<file path="config.mk">
export PLATFORM = sky130hd
export DESIGN_NAME = dma_legalizer_top
export DESIGN_NICKNAME = d
export VERILOG_FILES = /design/src/hdl/dma_pkg.sv /design/src/hdl/xfer_fifo.sv /design/src/hdl/side_cursor.sv /design/src/hdl/burst_out_reg.sv /design/src/hdl/burst_splitter.sv /design/src/hdl/dma_legalizer_top.sv
export SDC_FILE = /design/constraint.sdc
export NUM_CORES = 1
export LEC_CHECK = 0
export BUFFER_PORTS_ARGS = -buffer_cell sky130_fd_sc_hd__buf_2
export CAP_MARGIN = 20
export CELL_PAD_IN_SITES_DETAIL_PLACEMENT = 1
export CELL_PAD_IN_SITES_GLOBAL_PLACEMENT = 2
export CORE_AREA = 2 2 366 223
export CTS_CLUSTER_DIAMETER = 200
export DETAILED_ROUTE_END_ITERATION = 12
export DIE_AREA = 0 0 368 225
export PLACE_DENSITY = 0.61
export SETUP_SLACK_MARGIN = 0.4
export SYNTH_ARGS = -nofsm -noshare
export SYNTH_HDL_FRONTEND = slang
export SYNTH_SLANG_ARGS = --single-unit
</file>
<file path="constraint.sdc">
create_clock -name clk_i -period 11.6 [get_ports clk_i]
set_input_delay 1.16 -clock clk_i [delete_from_list [all_inputs] [get_ports clk_i]]
set_output_delay 1.16 -clock clk_i [all_outputs]
set_load 0.02 [all_outputs]
</file>
<file path="src/hdl/dma_pkg.sv">
// --------------------------------------------------
// Shared widths, page constants and stream structs
// for the DMA burst legalizer. Modules reference
// everything here through scoped names.
// --------------------------------------------------
`default_nettype none

package dma_pkg;

    // Address and length widths
    localparam int unsigned AddrWidth     = 32;
    localparam int unsigned LenWidth      = 16;
    // Data beat geometry
    localparam int unsigned StrbWidth     = 4;
    localparam int unsigned OffsetWidth   = 2;
    // Bursts never cross this boundary
    localparam int unsigned PageSize      = 1024;
    localparam int unsigned PageAddrWidth = 10;
    localparam int unsigned BeatCntWidth  = 8;

    typedef logic [AddrWidth-1:0]     addr_t;
    typedef logic [LenWidth-1:0]      len_t;
    // One extra bit so a full page fits
    typedef logic [PageAddrWidth:0]   page_len_t;
    typedef logic [OffsetWidth-1:0]   offset_t;

    // 1D copy request
    typedef struct packed {
        len_t  length;
        addr_t src_addr;
        addr_t dst_addr;
        logic  decouple_rw;
    } xfer_req_t;

    // Read burst, beats is count minus one
    typedef struct packed {
        addr_t                   addr;
        logic [BeatCntWidth-1:0] beats;
        offset_t                 offset;
        offset_t                 tailer;
        page_len_t               num_bytes;
    } rd_burst_t;

    // Write burst, last marks end of transfer
    typedef struct packed {
        addr_t                   addr;
        logic [BeatCntWidth-1:0] beats;
        offset_t                 offset;
        offset_t                 tailer;
        page_len_t               num_bytes;
        logic                    last;
    } wr_burst_t;

    // Burst fields for num bytes starting at addr
    function automatic rd_burst_t form_burst(input addr_t addr, input page_len_t num);
        rd_burst_t                      b;
        offset_t                        off;
        logic [PageAddrWidth+1:0]       span;
        off         = addr[OffsetWidth-1:0];
        span        = {1'b0, num} + (PageAddrWidth+2)'(off);
        b.addr      = {addr[AddrWidth-1:OffsetWidth], {OffsetWidth{1'b0}}};
        b.beats     = BeatCntWidth'((span - 1) >> OffsetWidth);
        b.offset    = off;
        b.tailer    = span[OffsetWidth-1:0];
        b.num_bytes = num;
        return b;
    endfunction

endpackage

`default_nettype wire

</file>
<file path="src/hdl/xfer_fifo.sv">
// --------------------------------------------------
// Two-entry request queue in front of the splitter.
// Accepts a new transfer while the current one is
// still being split. Valid/ready on both sides.
// --------------------------------------------------
`default_nettype none

module xfer_fifo (
    input  logic              clk_i,
    input  logic              rst_n_i,
    input  dma_pkg::xfer_req_t push_req_i,
    input  logic              push_valid_i,
    output logic              push_ready_o,
    output dma_pkg::xfer_req_t pop_req_o,
    output logic              pop_valid_o,
    input  logic              pop_ready_i
);

    dma_pkg::xfer_req_t mem_q [2];
    logic       wr_ptr_q;
    logic       rd_ptr_q;
    logic [1:0] count_q;
    logic [1:0] count_d;
    logic       ready_q;
    logic       push;
    logic       pop;

    assign push = push_valid_i & ready_q;
    assign pop  = pop_valid_o & pop_ready_i;

    // Fill level after this cycle
    assign count_d = count_q + {1'b0, push} - {1'b0, pop};

    // --------------------------------------------------
    // Pointers and fill count
    // --------------------------------------------------
    always_ff @(posedge clk_i) begin
        if (!rst_n_i) begin
            wr_ptr_q <= 1'b0;
            rd_ptr_q <= 1'b0;
            count_q  <= 2'd0;
            // Held low through reset
            ready_q  <= 1'b0;
        end else begin
            wr_ptr_q <= wr_ptr_q ^ push;
            rd_ptr_q <= rd_ptr_q ^ pop;
            count_q  <= count_d;
            ready_q  <= (count_d != 2'd2);
        end
    end

    // Storage
    always_ff @(posedge clk_i) begin
        if (push) begin
            mem_q[wr_ptr_q] <= push_req_i;
        end
    end

    assign push_ready_o = ready_q;
    assign pop_valid_o  = (count_q != 2'd0);
    assign pop_req_o    = mem_q[rd_ptr_q];

endmodule

`default_nettype wire

</file>
<file path="src/hdl/side_cursor.sv">
// --------------------------------------------------
// Running address and remaining length of one side
// of a transfer. Load starts a transfer, step moves
// it forward, clear drops it. Also reports the byte
// distance to the next page boundary.
// --------------------------------------------------
`default_nettype none

module side_cursor (
    input  logic               clk_i,
    input  logic               rst_n_i,
    // New transfer
    input  logic               load_i,
    input  dma_pkg::addr_t     load_addr_i,
    input  dma_pkg::len_t      load_len_i,
    // Advance by one burst
    input  logic               step_i,
    input  dma_pkg::page_len_t step_bytes_i,
    // Kill
    input  logic               clear_i,
    output dma_pkg::addr_t     addr_o,
    output dma_pkg::len_t      remain_o,
    output logic               active_o,
    output dma_pkg::page_len_t to_page_o
);

    dma_pkg::addr_t addr_q;
    dma_pkg::len_t  remain_q;
    logic           active_q;

    // --------------------------------------------------
    // Cursor state
    // --------------------------------------------------
    // Load wins over clear, so a refill in a kill cycle
    // starts the next transfer cleanly
    always_ff @(posedge clk_i) begin
        if (!rst_n_i) begin
            addr_q   <= '0;
            remain_q <= '0;
            active_q <= 1'b0;
        end else if (load_i) begin
            addr_q   <= load_addr_i;
            remain_q <= load_len_i;
            active_q <= 1'b1;
        end else if (clear_i) begin
            remain_q <= '0;
            active_q <= 1'b0;
        end else if (step_i) begin
            addr_q   <= addr_q + dma_pkg::addr_t'(step_bytes_i);
            remain_q <= remain_q - dma_pkg::len_t'(step_bytes_i);
            // Done once the last bytes go out
            active_q <= (remain_q != dma_pkg::len_t'(step_bytes_i));
        end
    end

    // Bytes left in the current page
    assign to_page_o = dma_pkg::page_len_t'(dma_pkg::PageSize)
                     - dma_pkg::page_len_t'(addr_q[dma_pkg::PageAddrWidth-1:0]);

    assign addr_o   = addr_q;
    assign remain_o = remain_q;
    assign active_o = active_q;

endmodule

`default_nettype wire

</file>
<file path="src/hdl/burst_out_reg.sv">
// --------------------------------------------------
// Two-entry skid register for one burst stream.
// Ready toward the splitter comes from a flop, which
// breaks the ready path from the outside.
// --------------------------------------------------
`default_nettype none

module burst_out_reg #(
    parameter type payload_t = logic
) (
    input  logic     clk_i,
    input  logic     rst_n_i,
    input  payload_t in_data_i,
    input  logic     in_valid_i,
    output logic     in_ready_o,
    output payload_t out_data_o,
    output logic     out_valid_o,
    input  logic     out_ready_i
);

    payload_t out_data_q;
    payload_t skid_data_q;
    logic     out_valid_q;
    logic     skid_valid_q;
    logic     out_free;
    logic     in_push;

    // Output slot empty or drained this cycle
    assign out_free = !out_valid_q | out_ready_i;
    assign in_push  = in_valid_i & in_ready_o;

    always_ff @(posedge clk_i) begin
        if (!rst_n_i) begin
            out_valid_q  <= 1'b0;
            skid_valid_q <= 1'b0;
        end else if (out_free) begin
            // Skid entry moves up first
            out_valid_q  <= skid_valid_q | in_push;
            skid_valid_q <= 1'b0;
        end else if (in_push) begin
            skid_valid_q <= 1'b1;
        end
    end

    // Payload path
    always_ff @(posedge clk_i) begin
        if (out_free) begin
            out_data_q <= skid_valid_q ? skid_data_q : in_data_i;
        end else if (in_push) begin
            skid_data_q <= in_data_i;
        end
    end

    assign in_ready_o  = !skid_valid_q;
    assign out_valid_o = out_valid_q;
    assign out_data_o  = out_data_q;

endmodule

`default_nettype wire

</file>
<file path="src/hdl/burst_splitter.sv">
// --------------------------------------------------
// Splits the active request into page-legal read and
// write bursts. Coupled mode steps both sides by the
// nearer boundary; decoupled mode lets each side run
// on its own boundaries and its own back-pressure.
// --------------------------------------------------
`default_nettype none

module burst_splitter (
    input  logic               clk_i,
    input  logic               rst_n_i,
    input  dma_pkg::xfer_req_t req_i,
    input  logic               req_valid_i,
    output logic               req_pop_o,
    input  logic               kill_i,
    output dma_pkg::rd_burst_t rd_burst_o,
    output logic               rd_valid_o,
    input  logic               rd_ready_i,
    output dma_pkg::wr_burst_t wr_burst_o,
    output logic               wr_valid_o,
    input  logic               wr_ready_i,
    output logic               rd_busy_o,
    output logic               wr_busy_o
);

    dma_pkg::addr_t     rd_addr,    wr_addr;
    dma_pkg::len_t      rd_remain,  wr_remain;
    logic               rd_active,  wr_active;
    dma_pkg::page_len_t rd_to_page, wr_to_page;
    dma_pkg::page_len_t rd_step,    wr_step;
    dma_pkg::page_len_t rd_num,     wr_num;
    logic               rd_final,   wr_final;
    logic               rd_done,    wr_done;
    dma_pkg::page_len_t near_page;
    dma_pkg::rd_burst_t wr_fields;
    logic               load;
    logic               decouple_q;

    // --------------------------------------------------
    // Step size per side
    // --------------------------------------------------
    assign near_page = (rd_to_page < wr_to_page) ? rd_to_page : wr_to_page;
    assign rd_step   = decouple_q ? rd_to_page : near_page;
    assign wr_step   = decouple_q ? wr_to_page : near_page;

    // Last burst of a side when the rest fits in one step
    assign rd_final = (rd_remain <= dma_pkg::len_t'(rd_step));
    assign wr_final = (wr_remain <= dma_pkg::len_t'(wr_step));
    assign rd_num   = rd_final ? dma_pkg::page_len_t'(rd_remain) : rd_step;
    assign wr_num   = wr_final ? dma_pkg::page_len_t'(wr_remain) : wr_step;

    // Burst fields
    assign rd_burst_o = dma_pkg::form_burst(rd_addr, rd_num);
    assign wr_fields  = dma_pkg::form_burst(wr_addr, wr_num);
    assign wr_burst_o = '{addr:      wr_fields.addr,
                          beats:     wr_fields.beats,
                          offset:    wr_fields.offset,
                          tailer:    wr_fields.tailer,
                          num_bytes: wr_fields.num_bytes,
                          last:      wr_final};

    // --------------------------------------------------
    // Flow control
    // --------------------------------------------------
    always_comb begin
        if (decouple_q) begin
            rd_valid_o = rd_active & rd_ready_i & !kill_i;
            wr_valid_o = wr_active & wr_ready_i & !kill_i;
        end else begin
            // Both sides move in lockstep
            rd_valid_o = rd_active & wr_active & rd_ready_i & wr_ready_i & !kill_i;
            wr_valid_o = rd_valid_o;
        end
    end

    // Finished or finishing this cycle
    assign rd_done   = !rd_active | (rd_valid_o & rd_final) | kill_i;
    assign wr_done   = !wr_active | (wr_valid_o & wr_final) | kill_i;
    assign req_pop_o = rd_done & wr_done;
    assign load      = req_valid_i & req_pop_o;

    // Mode of the active transfer
    always_ff @(posedge clk_i) begin
        if (!rst_n_i) begin
            decouple_q <= 1'b0;
        end else if (load) begin
            decouple_q <= req_i.decouple_rw;
        end
    end

    side_cursor u_rd_cursor (
        .clk_i        (clk_i),
        .rst_n_i      (rst_n_i),
        .load_i       (load),
        .load_addr_i  (req_i.src_addr),
        .load_len_i   (req_i.length),
        .step_i       (rd_valid_o),
        .step_bytes_i (rd_num),
        .clear_i      (kill_i),
        .addr_o       (rd_addr),
        .remain_o     (rd_remain),
        .active_o     (rd_active),
        .to_page_o    (rd_to_page)
    );

    side_cursor u_wr_cursor (
        .clk_i        (clk_i),
        .rst_n_i      (rst_n_i),
        .load_i       (load),
        .load_addr_i  (req_i.dst_addr),
        .load_len_i   (req_i.length),
        .step_i       (wr_valid_o),
        .step_bytes_i (wr_num),
        .clear_i      (kill_i),
        .addr_o       (wr_addr),
        .remain_o     (wr_remain),
        .active_o     (wr_active),
        .to_page_o    (wr_to_page)
    );

    assign rd_busy_o = rd_active;
    assign wr_busy_o = wr_active;

endmodule

`default_nettype wire

</file>
<file path="src/hdl/dma_legalizer_top.sv">
// --------------------------------------------------
// DMA transfer legalizer top level. Requests pass a
// two-entry queue, get split into page-legal bursts
// and leave through one skid register per stream.
// --------------------------------------------------
`default_nettype none

module dma_legalizer_top (
    input  logic               clk_i,
    input  logic               rst_n_i,
    // Request stream
    input  dma_pkg::xfer_req_t req_i,
    input  logic               req_valid_i,
    output logic               req_ready_o,
    // Read bursts
    output dma_pkg::rd_burst_t rd_burst_o,
    output logic               rd_valid_o,
    input  logic               rd_ready_i,
    // Write bursts
    output dma_pkg::wr_burst_t wr_burst_o,
    output logic               wr_valid_o,
    input  logic               wr_ready_i,
    // Control and status
    input  logic               kill_i,
    output logic               rd_busy_o,
    output logic               wr_busy_o
);

    dma_pkg::xfer_req_t q_req;
    logic               q_valid;
    logic               q_pop;
    dma_pkg::rd_burst_t sp_rd_burst;
    logic               sp_rd_valid;
    logic               sp_rd_ready;
    dma_pkg::wr_burst_t sp_wr_burst;
    logic               sp_wr_valid;
    logic               sp_wr_ready;

    xfer_fifo u_xfer_fifo (
        .clk_i        (clk_i),
        .rst_n_i      (rst_n_i),
        .push_req_i   (req_i),
        .push_valid_i (req_valid_i),
        .push_ready_o (req_ready_o),
        .pop_req_o    (q_req),
        .pop_valid_o  (q_valid),
        .pop_ready_i  (q_pop)
    );

    burst_splitter u_burst_splitter (
        .clk_i       (clk_i),
        .rst_n_i     (rst_n_i),
        .req_i       (q_req),
        .req_valid_i (q_valid),
        .req_pop_o   (q_pop),
        .kill_i      (kill_i),
        .rd_burst_o  (sp_rd_burst),
        .rd_valid_o  (sp_rd_valid),
        .rd_ready_i  (sp_rd_ready),
        .wr_burst_o  (sp_wr_burst),
        .wr_valid_o  (sp_wr_valid),
        .wr_ready_i  (sp_wr_ready),
        .rd_busy_o   (rd_busy_o),
        .wr_busy_o   (wr_busy_o)
    );

    // One skid stage per stream
    burst_out_reg #(.payload_t(dma_pkg::rd_burst_t)) u_rd_out (
        .clk_i       (clk_i),
        .rst_n_i     (rst_n_i),
        .in_data_i   (sp_rd_burst),
        .in_valid_i  (sp_rd_valid),
        .in_ready_o  (sp_rd_ready),
        .out_data_o  (rd_burst_o),
        .out_valid_o (rd_valid_o),
        .out_ready_i (rd_ready_i)
    );

    burst_out_reg #(.payload_t(dma_pkg::wr_burst_t)) u_wr_out (
        .clk_i       (clk_i),
        .rst_n_i     (rst_n_i),
        .in_data_i   (sp_wr_burst),
        .in_valid_i  (sp_wr_valid),
        .in_ready_o  (sp_wr_ready),
        .out_data_o  (wr_burst_o),
        .out_valid_o (wr_valid_o),
        .out_ready_i (wr_ready_i)
    );

endmodule

`default_nettype wire

</file>
; After elaboration in Yosys (flattened, before gate mapping)
; Memory sizes are Yosys's and may differ from the RTL's. A register that Yosys moved wholly into a read port is not among the register bits.
; Cells that the tools add are included.
[op_classes]
n_addsub = 12
magnitude_cmp = 3
eq_ne = 4
n_mux = 30
bitwise = 28
n_reduce_logical = 18
[ops]
columns = cell, n
row1 = $mux 32, 6
row2 = $mux 16, 6
row3 = $add 32x11->32, 2
row4 = $mux 56, 1
row5 = $mux 11, 5
row6 = $mux 55, 1
row7 = $le 16x11->1, 2
row8 = $ne 16x11->1, 2
row9 = $sub 16x11->16, 2
row10 = $sub 11x10->11 const A, 2
row11 = $add 10x2->10, 2
row12 = $sub 10x1->10 const B, 2
row13 = $and 1x1->1, 15
row14 = $lt 11x11->1, 1
row15 = $mux 1, 11
row16 = $or 1x1->1, 8
row17 = $reduce_and 2->1, 4
row18 = $logic_not 1->1, 7
row19 = $reduce_bool 2->1, 3
row20 = $reduce_bool 3->1, 2
row21 = $reduce_or 2->1, 2
row22 = $not 1->1, 3
row23 = $add 2x1->2, 1
row24 = $ne 2x1->1 const B, 1
row25 = other kinds (3), 4
[word_totals]
ff_bits = 322
ramBits = 162
in_bits = 87
out_inout_bits = 116
memories = 1
[mem_list]
columns = memory, depth, width, rd, rd_clocked_by_memory_dff, write_ports, line
row1 = u_xfer_fifo.mem_q, 2, 81, 1, 1, 1, xfer_fifo.sv:19  ; dma_pkg::xfer_req_t mem_q [2];

; Logic depth before layout (Yosys ltp)
[depth]
ltp_word = 12
mapped_depth = 39

; Cells and area by module
; A second synthesis with hierarchy kept.
[hier_totals]
hier_cells = 1901
hier_area_um2 = 23837.9
[modules_own_cells]
columns = module, instances, cells_each, area_each_um2, seq_area_each_um2
row1 = side_cursor, 2, 455, 3503.4, 980.9
row2 = xfer_fifo, 1, 278, 6108.4, 4984.8
row3 = burst_out_reg at u_wr_out, 1, 183, 4159.0, 3403.3
row4 = burst_out_reg at u_rd_out, 1, 179, 4052.6, 3343.2
row5 = burst_splitter, 1, 351, 2511.2, 20.0

; Least setup slack after synthesis
; Ideal clock, no wire load.
[synth_path]
path_kind = register to register
startpoint = reg u_burst_splitter.u_wr_cursor.addr_q[2] (netlist: u_burst_splitter.u_wr_cursor.addr_o[2])
endpoint = reg u_burst_splitter.u_rd_cursor.addr_q[28] (netlist: u_burst_splitter.u_rd_cursor.addr_o[28])
setup_ns = 0.116
arrival_time_ns = 8.384
path_slack_ns = 3.099
stages_incl_launch_ff = 39
path_cell_list = dfxtp_1 clkbuf_2 nor4_1 nand2_1 nor3_1 xnor2_1 inv_1 ha_1 a211oi_1 o221ai_1 a211oi_2 nor2_1 mux2_2 inv_1 ha_1 a21o_1 a2111oi_4 a21oi_1 [3 not listed] buf_2 clkbuf_1 clkbuf_1 a21oi_1 ha_1 inv_1 fa_1 nor2b_1 o21ai_0 a21boi_0 o21ai_0 a21boi_0 o21ai_0 a21o_1 a311oi_1 nand3_1 xnor2_1 o211a_1
[synth_lines]
columns = element, line
row1 = "start, declared", side_cursor.sv:27  ; dma_pkg::addr_t addr_q;
row2 = "start signal, assigned", side_cursor.sv:42  ; addr_q <= load_addr_i;
row3 = "start signal, assigned", side_cursor.sv:49  ; addr_q <= addr_q + dma_pkg::addr_t'(step_bytes_i);
row4 = "end signal, assigned", side_cursor.sv:42
row5 = "end signal, assigned", side_cursor.sv:49
row6 = "end, declared", side_cursor.sv:27

==> results.cfg <==
[detailed_routing]
ant_nets = 0
first_pass_iters = 5
vias = 16500
drt_iter0_drc = 1154
via_per_inst = 4.98
route.detailed.drc = 0
wl_per_cell_um = 22.6
routed_wirelength_mm = 74.6

[cts]
root_buffer = clkbuf_16
cts_buffers = 51
postCtsHoldBufs = 0
cts_tree = done
cts_setup_buffers = 0
insertion_delay_ps = 630
htreeDepth = 2
path_clk_slew_ps = 60
cts_resized = 0
clkSinkCount = 485
cts_max_path_buffers = 3

[sta]
slew_violations = 0
min_period_ps = 10160
finalClockSkew_ps = 23.8
finalCritPeriodShare = 0.876
fmax_mhz = 98.4
fin_tns_setup_ps = 0
worst-slew-pin-transition_ps = 1020
max-slew-margin-rel = 0.314
setup_viol = 0
rsz0062_at_grt = false
hold_slack_ps = 474
final_hold_viol_count = 0

[setup_path]
path_class = flop to flop
crit_path_start = u_burst_splitter.u_wr_cursor.addr_o[2]$_SDFFE_PN0P_
path_max_fanout = 27
cp-start-kind = flop
path_delay_family = compound AO/OA/AOI/OAI gates
crit_path_top_delay_cell = nor4_1
critPathCaptureType = flop
max_stage_delay_ps = 710
reg2reg_from = u_burst_splitter.u_wr_cursor.addr_o[2]$_SDFFE_PN0P_
crit_buf_inv = 5
critical_path_required_ps = 12110
cpMostUsedCell = o21ai_0
arrival_ps = 10670

[global_route]
top_usage_layer = met1
grt_max_degree = 71
grt_pass1_wl_mm = 112
antenna_found_initial = 6
gr-usage-met1 = 0.280
track_usage = 0.178
use_met3 = 0.0311
globalRouteMet2Util = 0.252
grt_pass1_vias = 17100
overflow = 0

[synthesis]
synth_area_leaders = edfxtp_1 48%, dfxtp_1 9.2%, mux2_2 4.9%
ys_warn_count = 0
yosysTopAreaCell = edfxtp_1
async_reset_ff_frac = 0
seq_area_frac_synth = 0.571
synth_edf_count = 376
synth_top_area_frac = 0.478
syn_avg_cell_area_um2 = 11.8
ys_types = 89
ys.flop_type = edfxtp_1
netlist_area_um2 = 23600
synth_seq_cells = 485
syn-instance-count = 1995

[die]
ios = 203
chipWidth_um = 368
core-area_um2 = 79100
dieArea_um2 = 82800
initial_core_util = 0.298
fp.dieH_um = 225
rows = 80

[placement]
gp_congestion = 0.853
port_buffers = 198
place_hpwl_mm = 52.9

[final_layout]
finalNetCount = 2366
area_growth_syn_to_layout_pct = 17.1
layout-drive-gt1-share = 0.208
nFillCells = 8638

[hold_path]
hp-class = flop to flop
worstHoldStart = u_burst_splitter.u_wr_cursor.addr_o[27]$_SDFFE_PN0P_

[status]
status = completed

[job]
maxCapViolations = 0
through the flow:
step / instance area [µm²] / setup slack, ps / utilization / cells
6_report: 27600 / 1440 / 0.349 / 3306
2_1_floorplan: 23600 / 3100 / - / 1998
5_1_grt: 27600 / 495 / 0.349 / 3301
4_1_cts: 27600 / 1560 / 0.349 / 3299
3_5_place_dp: 25900 / 1650 / 0.327 / 3204
3_3_place_gp: 25900 / 1890 / 0.327 / 3204
cells in the mapped netlist (all sizes together) (15+ instances only):
cell type,n
nand2,190
a21oi,101
mux2,102
a211oi,16
o211a,22
edfxtp,376
dfxtp,109
and3,48
nor2,91
nand3,36
ha,82
or3,17
xnor2,69
buf,23
mux2i,71
inv,90
nor3,39
nor2b,16
nand4,15
a21o,22
o21ai,139
xor2,41
clkbuf,69
sequential cells by signal, summed over array words and instances, names as in the netlist, 2 cells and up, named ones only:
signal                                 count
u_xfer_fifo.mem_q                        162
u_wr_out.out_data_o                       54
u_wr_out.skid_data_q                      54
u_rd_out.out_data_o                       53
u_rd_out.skid_data_q                      53
u_burst_splitter.u_rd_cursor.addr_o       32
u_burst_splitter.u_wr_cursor.addr_o       32
u_burst_splitter.u_rd_cursor.remain_o     16
u_burst_splitter.u_wr_cursor.remain_o     16
u_xfer_fifo.count_q                        2
cell type report:
type                       instances  area (µm²)  area share
antenna                            5        12.5    0.000453
clock buffer                      66        1360      0.0494
clock inverter                    29         350      0.0127
inverter                          91         342      0.0124
multi-input combinational       1330        9470       0.343
sequential                       485       13500       0.488
tap                             1066        1330      0.0483
timing repair buffer             234        1280      0.0464
per-layer routing:
layer	routed length (µm)	vias up
li1	-	7792
met1	40400	8342
met2	30200	256
met3	2860	83
met4	1180	4
met5	28	-
kinds of logic after synthesis:
family,Yosys count,synth area share
AOI/OAI and AO/OA,426,0.120
xor gates and xnor gates,110,0.0408
adders and majority gates,86,0.0469
buffers and inverters,183,0.0307
DFF,485,0.571
muxes,174,0.0799
other,1,0.000159
and+or+nand+nor,530,0.111
final timing paths:
| path | endpoint | slack (ps) | depth (start not counted) |
|---|---|---|---|
| setup / recovery | u_burst_splitter.u_rd_cursor.addr_o[30]$_SDFFE_PN0P_ | 1440 | 36 |
| hold / removal | u_wr_out.skid_data_q[51]$_DFFE_PP_ | 470 | 0 |
| setup reg to reg | u_burst_splitter.u_rd_cursor.addr_o[30]$_SDFFE_PN0P_ | 1440 | 36 |
| hold reg to reg | u_wr_out.skid_data_q[51]$_DFFE_PP_ | 470 | 0 |
cells in the final DEF (no fill, tap or decap), types with 13 or more instances in the layout:
master / Yosys / routed
nand4_1: 15 / 15
o211a_1: 22 / 22
a21oi_1: 99 / 99
clkbuf_1: 68 / 13
inv_1: 86 / 86
nand3_1: 36 / 36
clkbuf_16: 0 / 52
dfxtp_1: 109 / 106
or3_1: 17 / 17
a211oi_1: 14 / 14
and3_1: 48 / 48
o21ai_0: 136 / 136
o21a_1: 14 / 14
a21o_1: 22 / 22
nor2_1: 91 / 89
xnor2_1: 69 / 69
o211ai_1: 14 / 14
buf_2: 14 / 198
nor3_1: 39 / 38
mux2i_1: 70 / 70
mux2_2: 102 / 102
buf_4: 5 / 34
edfxtp_1: 376 / 376
ha_1: 82 / 80
and2_1: 14 / 14
nand2_1: 190 / 189
nor2b_1: 16 / 16
xor2_1: 41 / 41
Power is left out: the tool's default activity adds up to more than one toggle a clock period on the data nets, which glitch-free logic cannot reach.
